<file path="src/coeff.hex">
// tap 0 to 63, one signed 24-bit coefficient per line in two's complement hex
00154D
000885
FFF62B
FFE22E
FFD416
FFD4BF
FFEBAF
001893
004EA5
00754F
007209
0033C6
FFC2B9
FF4299
FEEDBA
FEFD76
FF8D50
0084B6
019168
023CCB
021719
00EC42
FEEDBB
FCB9CB
FB3C0E
FB66F9
FDDDC2
02AB8A
0927E7
1010B5
15DCC6
192ADA
192ADA
15DCC6
1010B5
0927E7
02AB8A
FDDDC2
FB66F9
FB3C0E
FCB9CB
FEEDBB
00EC42
021719
023CCB
019168
0084B6
FF8D50
FEFD76
FEEDBA
FF4299
FFC2B9
0033C6
007209
00754F
004EA5
001893
FFEBAF
FFD4BF
FFD416
FFE22E
FFF62B
000885
00154D

</file>
<file path="src/fir_pkg.sv">
/*
  fir filter shared definitions
  tap count, datapath widths, sequencer states and the
  opcodes that the sequencer hands to the MAC pipeline
*/
`default_nettype none

package fir_pkg;

  // --------------------------------------------------
  // sizes
  // --------------------------------------------------
  localparam int num_taps    = 64;  // filter length
  localparam int tap_bits    = 6;   // log2(num_taps)
  localparam int sample_bits = 24;  // samples and coefficients
  localparam int acc_bits    = 56;  // MAC accumulator
  localparam int out_bits    = 32;  // rounded result
  localparam int mac_latency = 3;   // opcode in to acc_out

  // --------------------------------------------------
  // sequencer states
  // --------------------------------------------------
  typedef enum logic [2:0] {
    seq_idle,        // waiting for start
    seq_load,        // new sample lands in the ring
    seq_accumulate,  // one tap per cycle
    seq_drain,       // let the MAC pipeline empty
    seq_round        // hand the sum to the round stage
  } seq_state_t;

  // MAC opcodes, carried down the pipeline with the data
  typedef enum logic [1:0] {
    mac_nop,    // hold the accumulator
    mac_first,  // restart from this product
    mac_next    // add this product
  } mac_op_t;

endpackage

`default_nettype wire
</file>
<file path="src/fir_filter.sv">
/*
  fir filter engine top
  one start pulse in, one rounded result out num_taps+6
  cycles later; sequencer, history, ROM, MAC and rounding
*/
`default_nettype none

module fir_filter (
  input  logic                                   clock,
  input  logic                                   rst,
  input  logic                                   start,
  input  logic signed [fir_pkg::sample_bits-1:0] in_data,
  output logic signed [fir_pkg::out_bits-1:0]    out_data,
  output logic                                   out_strobe,
  output logic                                   busy
);

  import fir_pkg::*;

  logic                          ring_write;
  logic [tap_bits-1:0]           tap_index;
  mac_op_t                       mac_op;
  logic                          round_go;
  logic signed [sample_bits-1:0] sample;   // from the history
  logic signed [sample_bits-1:0] coeff;    // from the ROM
  logic signed [acc_bits-1:0]    acc_out;

  // --------------------------------------------------
  // decode
  // --------------------------------------------------
  fir_sequencer i_fir_sequencer (
    .clock      (clock),
    .rst        (rst),
    .start      (start),
    .busy       (busy),
    .ring_write (ring_write),
    .tap_index  (tap_index),
    .mac_op     (mac_op),
    .round_go   (round_go)
  );

  // --------------------------------------------------
  // execute
  // --------------------------------------------------
  fir_sample_ring i_fir_sample_ring (
    .clock     (clock),
    .rst       (rst),
    .write     (ring_write),
    .in_data   (in_data),
    .tap_index (tap_index),
    .sample    (sample)
  );

  fir_coeff_rom i_fir_coeff_rom (
    .clock     (clock),
    .tap_index (tap_index),
    .coeff     (coeff)
  );

  fir_mac i_fir_mac (
    .clock   (clock),
    .rst     (rst),
    .mac_op  (mac_op),
    .sample  (sample),
    .coeff   (coeff),
    .acc_out (acc_out)
  );

  // result
  fir_round i_fir_round (
    .clock      (clock),
    .rst        (rst),
    .round_go   (round_go),
    .acc_in     (acc_out),
    .out_data   (out_data),
    .out_strobe (out_strobe)
  );

endmodule

`default_nettype wire

</file>
<file path="src/fir_round.sv">
/*
  fir result stage
  rounds the accumulator half up at the binary point,
  saturates to 32 bits and registers it with out_strobe
*/
`default_nettype none

module fir_round (
  input  logic                                clock,
  input  logic                                rst,
  input  logic                                round_go,
  input  logic signed [fir_pkg::acc_bits-1:0] acc_in,
  output logic signed [fir_pkg::out_bits-1:0] out_data,
  output logic                                out_strobe
);

  import fir_pkg::*;

  logic [acc_bits:0]             biased;  // one guard bit for the +1/2
  logic [out_bits:0]             quot;    // 33 bit rounded value
  logic signed [out_bits-1:0]    sat;

  // add half an LSB of the output, then drop the fraction
  assign biased = {acc_in[acc_bits-1], acc_in}
                + ((acc_bits + 1)'(1) << (acc_bits - out_bits - 1));
  assign quot   = biased[acc_bits:acc_bits-out_bits];

  // top two bits disagree -> does not fit in out_bits
  always_comb
  begin
    if (quot[out_bits] == quot[out_bits-1])
      sat = quot[out_bits-1:0];
    else if (!quot[out_bits])
      sat = {1'b0, {(out_bits - 1){1'b1}}};  // clamp high
    else
      sat = {1'b1, {(out_bits - 1){1'b0}}};  // clamp low
  end

  always_ff @(posedge clock)
  begin
    if (rst)
    begin
      out_data   <= '0;
      out_strobe <= 1'b0;
    end
    else
    begin
      out_strobe <= round_go;  // one pulse per result
      if (round_go)
        out_data <= sat;       // held between results
    end
  end

endmodule

`default_nettype wire

</file>
<file path="src/fir_mac.sv">
/*
  fir multiply-accumulate
  three stages: operand register, signed product, accumulate;
  the opcode rides along so runs can follow back to back
*/
`default_nettype none

module fir_mac (
  input  logic                                   clock,
  input  logic                                   rst,
  input  fir_pkg::mac_op_t                       mac_op,
  input  logic signed [fir_pkg::sample_bits-1:0] sample,
  input  logic signed [fir_pkg::sample_bits-1:0] coeff,
  output logic signed [fir_pkg::acc_bits-1:0]    acc_out
);

  import fir_pkg::*;

  mac_op_t                          op_s1;    // opcode at stage 1
  mac_op_t                          op_s2;    // opcode at stage 2
  logic signed [sample_bits-1:0]    a_s1;     // sample operand
  logic signed [sample_bits-1:0]    b_s1;     // coefficient operand
  logic signed [2*sample_bits-1:0]  prod_s2;  // full product

  // --------------------------------------------------
  // opcode pipe
  // --------------------------------------------------
  always_ff @(posedge clock)
  begin
    if (rst)
    begin
      op_s1 <= mac_nop;
      op_s2 <= mac_nop;
    end
    else
    begin
      op_s1 <= mac_op;
      op_s2 <= op_s1;
    end
  end

  // --------------------------------------------------
  // datapath
  // --------------------------------------------------
  always_ff @(posedge clock)
  begin
    a_s1    <= sample;       // stage 1
    b_s1    <= coeff;
    prod_s2 <= a_s1 * b_s1;  // stage 2, 48 bit signed

    // stage 3
    case (op_s2)
      mac_first: acc_out <= acc_bits'(prod_s2);            // new run
      mac_next:  acc_out <= acc_out + acc_bits'(prod_s2);
      default:   acc_out <= acc_out;                       // hold for rounding
    endcase
  end

  // every run opens with mac_first, so next never follows an idle slot
  a_next_after_op: assert property (@(posedge clock) disable iff (rst)
    (op_s2 == mac_next) |-> ($past(op_s2) != mac_nop));

endmodule

`default_nettype wire

</file>
<file path="src/fir_sample_ring.sv">
/*
  fir sample history
  circular register file of the last num_taps samples,
  cleared by reset; tap 0 reads back the newest sample
*/
`default_nettype none

module fir_sample_ring (
  input  logic                                 clock,
  input  logic                                 rst,
  input  logic                                 write,
  input  logic signed [fir_pkg::sample_bits-1:0] in_data,
  input  logic        [fir_pkg::tap_bits-1:0]    tap_index,
  output logic signed [fir_pkg::sample_bits-1:0] sample
);

  import fir_pkg::*;

  logic signed [sample_bits-1:0] hist [num_taps];
  logic        [tap_bits-1:0]    wr_ptr;   // next slot to fill
  logic        [tap_bits-1:0]    rd_addr;

  // --------------------------------------------------
  // write side
  // --------------------------------------------------
  always_ff @(posedge clock)
  begin
    if (rst)
    begin
      wr_ptr <= '0;
      for (int i = 0; i < num_taps; i++)
        hist[i] <= '0;  // history before reset reads as zero
    end
    else if (write)
    begin
      hist[wr_ptr] <= in_data;
      wr_ptr       <= wr_ptr + 1'b1;  // wraps at num_taps
    end
  end

  // --------------------------------------------------
  // read side
  // --------------------------------------------------
  // newest sample sits one behind the write pointer
  assign rd_addr = wr_ptr - tap_bits'(1) - tap_index;

  always_ff @(posedge clock)
  begin
    sample <= hist[rd_addr];  // one cycle read latency
  end

  // the sequencer leaves at least one cycle between writes
  a_single_write: assert property (@(posedge clock) disable iff (rst)
    write |=> !write);

endmodule

`default_nettype wire

</file>
<file path="src/fir_sequencer.sv">
/*
  fir control sequencer
  accepts start, walks load / accumulate / drain / round,
  steps the tap index and decodes the state into MAC opcodes
*/
`default_nettype none

module fir_sequencer (
  input  logic                           clock,
  input  logic                           rst,
  input  logic                           start,
  output logic                           busy,
  output logic                           ring_write,
  output logic [fir_pkg::tap_bits-1:0]   tap_index,
  output fir_pkg::mac_op_t               mac_op,
  output logic                           round_go
);

  import fir_pkg::*;

  seq_state_t          state;
  logic [tap_bits-1:0] tap_count;    // tap being fetched
  logic [2:0]          drain_count;  // counts mac_latency+1 cycles

  // --------------------------------------------------
  // state machine
  // --------------------------------------------------
  always_ff @(posedge clock)
  begin
    if (rst)
    begin
      state       <= seq_idle;
      tap_count   <= '0;
      drain_count <= '0;
    end
    else
    begin
      case (state)
        seq_idle:
        begin
          if (start)
            state <= seq_load;  // sample is written on this edge
        end

        seq_load:
        begin
          tap_count <= '0;
          state     <= seq_accumulate;
        end

        seq_accumulate:
        begin
          tap_count <= tap_count + 1'b1;
          if (tap_count == tap_bits'(num_taps - 1))
          begin
            drain_count <= '0;
            state       <= seq_drain;
          end
        end

        seq_drain:
        begin
          drain_count <= drain_count + 1'b1;
          if (drain_count == 3'(mac_latency))  // 0..mac_latency inclusive
            state <= seq_round;
        end

        seq_round:
          state <= seq_idle;  // result is taken on this edge

        default:
          state <= seq_idle;
      endcase
    end
  end

  // --------------------------------------------------
  // opcode decode
  // --------------------------------------------------
  // registered one cycle so it meets the ring / ROM read data
  always_ff @(posedge clock)
  begin
    if (rst)
      mac_op <= mac_nop;
    else if (state == seq_accumulate)
    begin
      if (tap_count == '0)
        mac_op <= mac_first;  // tap 0 reloads the accumulator
      else
        mac_op <= mac_next;
    end
    else
      mac_op <= mac_nop;
  end

  assign busy       = (state != seq_idle);
  assign ring_write = (state == seq_idle) && start;  // starts while busy are dropped
  assign tap_index  = tap_count;
  assign round_go   = (state == seq_round);

  // round only ever follows a full drain
  a_round_after_drain: assert property (@(posedge clock) disable iff (rst)
    round_go |-> ($past(state) == seq_drain) && ($past(drain_count) == 3'(mac_latency)));

  // a write is only taken from idle and always makes the engine busy
  a_write_not_busy: assert property (@(posedge clock) disable iff (rst)
    ring_write |-> !busy ##1 busy);

endmodule

`default_nettype wire

</file>
<file path="src/fir_coeff_rom.sv">
/*
  fir coefficient ROM
  num_taps signed coefficients loaded from coeff.hex at
  elaboration, one registered read per cycle
*/
`default_nettype none

module fir_coeff_rom (
  input  logic                                 clock,
  input  logic        [fir_pkg::tap_bits-1:0]    tap_index,
  output logic signed [fir_pkg::sample_bits-1:0] coeff
);

  import fir_pkg::*;

  // one word per tap, tap 0 multiplies the newest sample
  logic signed [sample_bits-1:0] rom [num_taps];

  initial
  begin
    $readmemh("/design/src/coeff.hex", rom);  // windowed low-pass
  end

  // registered read, same latency as the sample ring
  always_ff @(posedge clock)
  begin
    coeff <= rom[tap_index];
  end

endmodule

`default_nettype wire

</file>
<file path="config.mk">
export PLATFORM = sky130hd
export DESIGN_NAME = fir_filter
export DESIGN_NICKNAME = d
export VERILOG_FILES = /design/src/fir_pkg.sv /design/src/fir_filter.sv /design/src/fir_round.sv /design/src/fir_mac.sv /design/src/fir_sample_ring.sv /design/src/fir_sequencer.sv /design/src/fir_coeff_rom.sv
export SDC_FILE = /design/constraint.sdc
export NUM_CORES = 1
export LEC_CHECK = 0
export CAP_MARGIN = 20
export CORE_ASPECT_RATIO = 0.8
export CORE_MARGIN = 2
export CORE_UTILIZATION = 45
export DETAILED_ROUTE_END_ITERATION = 16
export DONT_BUFFER_PORTS = 1
export PLACE_DENSITY = 0.61
export SLEW_MARGIN = 30
export SYNTH_ARGS = -nofsm -noshare
export SYNTH_HDL_FRONTEND = slang
export SYNTH_SLANG_ARGS = --single-unit
</file>
<file path="constraint.sdc">
create_clock -name clock -period 2.4 [get_ports clock]
set_input_delay 0.36 -clock clock [delete_from_list [all_inputs] [get_ports clock]]
set_output_delay 0.36 -clock clock [all_outputs]
set_load 0.02 [all_outputs]
</file>
==> flow_summary.toml, run 1 <==
[power]
internal_power_uw = 306
p_comb_frac = 0.188
power_leakage_nw = 0.347
switchingPower_uw = 155
ir_drop_uv = 354
power.share.sequential = 0.507
p_clk_frac = 0.305
sw_frac_of_total = 0.336
p_per_area_nw_per_um2 = 547

[floorplanning]
num_rows = 14
core_um2 = 1930
ios = 61
die_w_um = 55.0
die_area_um2 = 2460
die_y_um = 44.8
start_util = 0.486

[routing]
ant_nets = 0
wire_per_inst_um = 10.5
drt-pass1-iter-count = 4
drtIter0Drc = 9
drc = 0
vias_per_cell = 4.88
vias = 663
drt-total-wl_um = 1430

[cts]
htreeDepth = 1
cts_resized = 0
postCtsHoldBufs = 0
clk_latency_ps = 280
cts_made_buffers = 3
clockBufferDepth = 2
cts_tree = "yes"
clk_pin_slew_ps = 80
cts_setup_buffers = 0
root_buffer = "clkbuf_4"
cts.sinks = 13

[synthesis]
synthTopCellsByArea = "dfxtp_1 28%, buf_4 26%, nand3b_1 4.8%"
synth-edff-count = 0
ys_ff_latch = 13
ys_seq_area_frac = 0.278
yosysWarnings = 0
synth_cells = 114
syn_area_per_cell_um2 = 8.21
synth_cell_type_count = 33
synthDominantCellAreaShare = 0.278
async_reset_ff_frac = 0
ys.flop_type = "dfxtp_1"
netlist.top_cell.by_area = "dfxtp_1"
syn_area_um2 = 936

[worst_setup_path]
cp.required_ps = 2550
reg2reg_slack_ps = 730
start_kind = "flop"
reg2reg_to = "i_fir_sequencer.drain_count[0]$_SDFFE_PP0P_"
critPathMaxFanout = 19
crit_path_end_kind = "flop"
arrival_ps = 1820
path_class = "flop to flop"
reg2reg_depth = 3
reg2reg_from = "i_fir_sequencer.state[1]$_SDFFE_PP0P_"

[final_layout]
final_cells = 136
fin_nets = 143
layout_common_cells = "32 x conb_1, 13 x dfxtp_1, 7 x nand2_1"
final_common_cell = "conb_1"
drive_gt1_frac = 0.0446
antenna_cells = 0
final_util = 0.438
n_fill_cell = 199
synthToLayoutAreaGrowth_pct = -9.89

[place]
dpl.cell_count = 132
preCtsSetupSlack_ps = 759
post-dp-hpwl_um = 1020
port_buffers = 0
gp_congestion = 0.759

[worst_hold_path]
hp-start = "rst"
worst_hold_path.endpoint = "i_fir_sequencer.tap_index[0]$_SDFFE_PP0P_"
hp-class = "input pin to flop"
min_delay_path_depth = 1

[global_route]
grt_pass1_wl_um = 2240
track_usage = 0.132
grt-ovfl-total = 0
first_global_vias = 517
grt_max_degree = 20
antenna_found_initial = 0

[sta]
fmax_mhz = 599
finClkSkew_ps = 0.601
hold_viol_final = 0
setup_viol = 0
min_period_over_period = 0.696
max-slew-margin-rel = 0.634
slew_viol_final = 0
worstMarginPinSlew_ps = 548
min_period_ps = 1670
rsz0062_at_grt = "false"
hold_ws_ps = 137
setup_ws_ps = 731
fin_setup_tns_ps = 0

[run_status]
status = "completed"

[job]
maxCapViolCount = 0
==> worst max-delay path by stage <==
stage                                     startpoint                                           to  cells after the start
2_1_floorplan  i_fir_sequencer.state[1]$_SDFFE_PP0P_                                         busy                      3
3_3_place_gp   i_fir_sequencer.state[1]$_SDFFE_PP0P_  i_fir_sequencer.drain_count[0]$_SDFFE_PP0P_                      3
3_5_place_dp   i_fir_sequencer.state[1]$_SDFFE_PP0P_  i_fir_sequencer.drain_count[0]$_SDFFE_PP0P_                      3
4_1_cts        i_fir_sequencer.state[1]$_SDFFE_PP0P_                                         busy                      1
5_1_grt        i_fir_sequencer.state[1]$_SDFFE_PP0P_  i_fir_sequencer.drain_count[0]$_SDFFE_PP0P_                      3
6_report       i_fir_sequencer.state[1]$_SDFFE_PP0P_  i_fir_sequencer.drain_count[0]$_SDFFE_PP0P_                      3
==> through the flow <==
step	cell area, um2	power, mW
final	843	0.461
after global routing	843	0.490
after CTS	843	0.466
after detailed placement	817	0.325
after global placement	817	0.324
after floorplan	1050	0.363
==> synth_stat cells (3+ instances only) <==
cell      count
nand3b_1      6
dfxtp_1      13
nand2_1       7
a21oi_1       4
clkbuf_1      3
buf_4        32
or3_1         3
ha_1          3
a31oi_1       3
inv_1         3
o21ai_0       6
==> cell families (layout without fill, tap and decap cells) <==
logic type / count (synthesis) / after routing / share of synthesized area
flops: 13 / 13 / 0.278
fa+ha+maj: 3 / 3 / 0.0401
compound gates: 21 / 21 / 0.143
buf+inv: 41 / 8 / 0.303
simple gates: 35 / 35 / 0.231
other cells: 1 / 32 / 0.00401
==> power by group through the flow <==
stage / logic [mW] / clock network, mW / registers, mW
finish: 0.0867 / 0.140 / 0.234
global route: 0.0952 / 0.158 / 0.236
CTS: 0.0857 / 0.146 / 0.234
detailed placement: 0.0857 / 0 / 0.239
global placement: 0.0854 / 0 / 0.239
floorplan: 0.133 / 0 / 0.230
==> sequential cells by signal (all words and copies together) (netlist names) <==
signal / cells
i_fir_sequencer.tap_index: 6
i_fir_round.out_strobe: 1
i_fir_sequencer.drain_count: 3
i_fir_sequencer.state: 3
==> critical path, cell delays in order, from the launching register on <==
cell and delay [ps]:
dfxtp_1 670, nand4_1 260, nor3_1 440, o21ai_0 160
==> routing by layer <==
layer	vias up	routed length, um	part of all wire	GRT usage
li1	324	-	-	-
met4	0	15	0.011	0.0439
met2	29	586	0.41	0.183
met1	308	697	0.49	0.172
met5	-	0	0	0
met3	2	127	0.089	0.0728
==> cell type report <==
type | count | area, um2 | area share
clock buffer | 4 | 26.3 | 0.0312
timing repair buffer | 1 | 7.51 | 0.00890
tap | 24 | 30.0 | 0.0356
multi-input combinational | 91 | 508 | 0.602
sequential | 13 | 260 | 0.309
inverter | 3 | 11.3 | 0.0134
Power figures use the tool's default switching activity.
==> run 2, diff against run 1 <==
==> constraint.sdc (replaced) <==
create_clock -name clock -period 1.75 [get_ports clock]
set_input_delay 0.2625 -clock clock [delete_from_list [all_inputs] [get_ports clock]]
set_output_delay 0.2625 -clock clock [all_outputs]
set_load 0.02 [all_outputs]
==> flow_summary.toml, run 2 (synthesized netlist as in run 1, its figures left out) <==
[worst_setup_path]
reg2reg_to = "i_fir_sequencer.drain_count[0]$_SDFFE_PP0P_"
cp.required_ps = 1490
cp-startpoint = "i_fir_sequencer.state[1]$_SDFFE_PP0P_"
reg2reg_depth = 4
arrival_ps = 1290
path_class = "flop to primary output"
cp_slowest_cell = "or3_1"
crit_family = "simple AND/OR/NAND/NOR gates"
worst-path-buf-inv = 1
reg2reg_slack_ps = 220
critPathMaxFanout = 15
crit_path_end_kind = "primary output"
critPathMaxStageDelay_ps = 460
worst-path-stages = 2
cp_cell_sequence = "buf_4 -> or3_1"
start_kind = "flop"
reg2reg_from = "i_fir_sequencer.tap_index[0]$_SDFFE_PP0P_"
cp-endpoint = "busy"

[global_route]
grt_max_degree = 18
grt-ovfl-total = 0
first_global_vias = 578
grt_pass1_wl_um = 2590
antenna_found_initial = 0
track_usage = 0.151

[sta]
finClkSkew_ps = 1.39
slew_viol_final = 0
setup_viol = 0
fin_setup_tns_ps = 0
hold_viol_final = 0
rsz0062_at_grt = "false"
fmax_mhz = 645
hold_ws_ps = 42.0
min_period_over_period = 0.885
min_period_ps = 1550

[cts]
clockBufferDepth = 2
clk_pin_slew_ps = 80
cts.sinks = 13
htreeDepth = 1
postCtsHoldBufs = 0
cts_resized = 0
cts_tree = "yes"
clk_latency_ps = 280
cts_made_buffers = 3
cts_setup_buffers = 0
root_buffer = "clkbuf_4"

[final_layout]
fin_nets = 145
n_fill_cell = 194
drive_gt1_frac = 0.0614
antenna_cells = 0
final_util = 0.445
synthToLayoutAreaGrowth_pct = -8.29
layout_common_cells = "32 x conb_1, 13 x dfxtp_1, 7 x nand2_1"
final_area_um2 = 858
final_common_cell = "conb_1"
largest_reg_flops = 6

[routing]
drtIter0Drc = 9
vias_per_cell = 4.88
drt-pass1-iter-count = 3
ant_nets = 0
wire_per_inst_um = 11.4
drt-total-wl_um = 1580
vias = 673
drc = 0

[power]
p_per_area_nw_per_um2 = 744
power_leakage_nw = 0.358
ir_drop_uv = 626

[floorplanning]
die_y_um = 44.8
core_um2 = 1930
start_util = 0.486
die_area_um2 = 2460
ios = 61
die_w_um = 55.0
num_rows = 14

[place]
port_buffers = 0
dpl-instance-area_um2 = 832
gp_congestion = 0.735
post-dp-hpwl_um = 1140

[run_status]
status = "completed"

[worst_hold_path]
hp-class = "input pin to flop"

[job]
maxCapViolCount = 0
==> run 2: layer usage <==
| metal | vias to the layer above | GRT usage | part of all wire |
|---|---|---|---|
| met2 | 28 | 0.250 | 0.44 |
| met4 | 0 | 0.0390 | 0.011 |
| met1 | 308 | 0.181 | 0.47 |
| li1 | 335 | - | - |
| met3 | 2 | 0.0629 | 0.083 |
| met5 | - | 0 | 0 |
==> run 2: through the flow <==
step	power [mW]	setup slack, ps	cells
global route	0.670	87.5	138
CTS	0.637	205	138
global placement	0.449	284	134
detailed placement	0.451	239	134
finish	0.639	201	138
floorplan	0.498	349	145
==> run 2: area by class of cell <==
cell class	instances	area, um2	area share
flip-flops and latches	13	260	0.303
repair buffers	3	22.5	0.0262
clock buffers	4	26.3	0.0306
inverters	3	11.3	0.0131
well taps	24	30.0	0.0350
multi-input cells	91	508	0.592
==> run 2: worst min-delay path by stage <==
stage | from | endpoint | depth (start not counted)
after floorplan | rst | i_fir_sequencer.state[0]$_SDFFE_PP0P_ | 2
after detailed placement | rst | i_fir_sequencer.tap_index[5]$_SDFFE_PP0P_ | 1
after CTS | rst | i_fir_sequencer.tap_index[0]$_SDFFE_PP0P_ | 1
final | rst | i_fir_sequencer.tap_index[0]$_SDFFE_PP0P_ | 1
after global placement | rst | i_fir_sequencer.tap_index[2]$_SDFFE_PP0P_ | 1
after global routing | rst | i_fir_sequencer.tap_index[0]$_SDFFE_PP0P_ | 1
==> run 2: report_power, final <==
group | internal, mW | switching (mW) | leakage [nW] | total [mW]
sequential | 0.304 | 0.00924 | 0.105 | 0.314
clock | 0.0884 | 0.105 | 0.0150 | 0.193
combinational | 0.0302 | 0.102 | 0.238 | 0.132
==> run 3, diff against run 2 <==
--- a/config.mk
+++ b/config.mk
@@ -6,12 +6,11 @@
 export NUM_CORES = 1
 export LEC_CHECK = 0
 export CAP_MARGIN = 20
-export CORE_ASPECT_RATIO = 0.8
 export CORE_MARGIN = 2
-export CORE_UTILIZATION = 45
+export CORE_UTILIZATION = 60
 export DETAILED_ROUTE_END_ITERATION = 16
 export DONT_BUFFER_PORTS = 1
-export PLACE_DENSITY = 0.61
+export PLACE_DENSITY = 0.77
 export SLEW_MARGIN = 30
 export SYNTH_ARGS = -nofsm -noshare
 export SYNTH_HDL_FRONTEND = slang
==> flow_summary.toml, run 3 (synthesized netlist as in run 1, its figures left out) <==
[run_status]
status = "completed"

[sta]
finClkSkew_ps = 1.49
min_period_ps = 1530
fmax_mhz = 654
rsz0062_at_grt = "false"
slew_viol_final = 0
min_period_over_period = 0.873
setup_viol = 0
hold_viol_final = 0
fin_setup_tns_ps = 0

[power]
power_uw = 634
power_leakage_nw = 0.358
p_per_area_nw_per_um2 = 747
ir_drop_uv = 449

[routing]
drtIter0Drc = 12
ant_nets = 0
drc = 0
vias_per_cell = 5.20
drt-pass1-iter-count = 4
drt-total-wl_um = 1400
vias = 676
wire_per_inst_um = 10.8

[cts]
clk_pin_slew_ps = 80
root_buffer = "clkbuf_4"
cts_made_buffers = 3
cts_setup_buffers = 0
cts_resized = 0
clockBufferDepth = 2
clk_latency_ps = 280
cts_tree = "yes"
cts.sinks = 13
htreeDepth = 1
postCtsHoldBufs = 0

[final_layout]
antenna_cells = 0
layout_common_cells = "32 x conb_1, 13 x dfxtp_1, 7 x nand2_1"
fin_nets = 145
final_util = 0.570
drive_gt1_frac = 0.0614
largest_reg_flops = 6
synthToLayoutAreaGrowth_pct = -9.36
final_common_cell = "conb_1"

[global_route]
track_usage = 0.165
antenna_found_initial = 0
grt_max_degree = 18
first_global_vias = 532
grt_pass1_wl_um = 2350
grt-ovfl-total = 0

[worst_hold_path]
hp-class = "input pin to flop"

[floorplanning]
ios = 61
die_w_um = 43.5
num_rows = 14
die_area_um2 = 1890
die_y_um = 43.5
start_util = 0.629
core_um2 = 1490

[worst_setup_path]
arrival_ps = 1270
reg2reg_slack_ps = 250
crit_path_end_kind = "primary output"
cp.required_ps = 1490
start_kind = "flop"
critPathMaxFanout = 16
path_class = "flop to primary output"

[place]
post-dp-hpwl_um = 1000
port_buffers = 0
gp_congestion = 0.744

[job]
maxCapViolCount = 0
==> run 3: cell counts in the layout (fill, tap and decap cells not counted) <==
Identical to the previous run, type by type.
==> run 3: final cells by class <==
type,count,area (um2)
clock buffers,4,26.3
fillers,153,641
inverters,3,11.3
multi-input cells,91,508
flip-flops and latches,13,260
well taps,16,20.0
repair buffers,3,22.5
==> run 3: report_power, final <==
| part | internal (mW) | switching [mW] | leakage [nW] |
|---|---|---|---|
| registers | 0.304 | 0.00786 | 0.105 |
| clock network | 0.0885 | 0.101 | 0.0150 |
| logic | 0.0302 | 0.101 | 0.238 |
| total | 0.423 | 0.210 | 0.358 |
==> run 3: per-layer routing <==
metal | up-vias | global-route usage | wire (um)
met5 | - | 0 | 0
met3 | 2 | 0.0375 | 90
met2 | 25 | 0.260 | 662
met1 | 318 | 0.215 | 620
li1 | 331 | - | -
met4 | 0 | 0.0727 | 24
==> run 3: worst paths after layout <==
kind / start / to / cells after the start
worst min-delay path: rst / i_fir_sequencer.tap_index[1]$_SDFFE_PP0P_ / 1
worst min register to register: i_fir_sequencer.tap_index[5]$_SDFFE_PP0P_ / i_fir_sequencer.tap_index[5]$_SDFFE_PP0P_ / 2
worst max register to register: i_fir_sequencer.tap_index[0]$_SDFFE_PP0P_ / i_fir_sequencer.drain_count[0]$_SDFFE_PP0P_ / 4
worst max-delay path: i_fir_sequencer.state[1]$_SDFFE_PP0P_ / busy / 2
==> run 3: per-stage QoR <==
step                hold slack [ps]  instances  worst slack [ps]  cell area (um2)
floorplan                       434        145               349             1050
global placement                333        126               292              822
detailed placement              337        126               246              822
CTS                            31.6        130               214              848
global route                   27.0        130               148              848
finish                         40.6        130               221              848
==> run 3: worst max-delay path: stages, from the launching register on <==
cell	delay [ps]
dfxtp_1	340
buf_4	190
or3_1	460
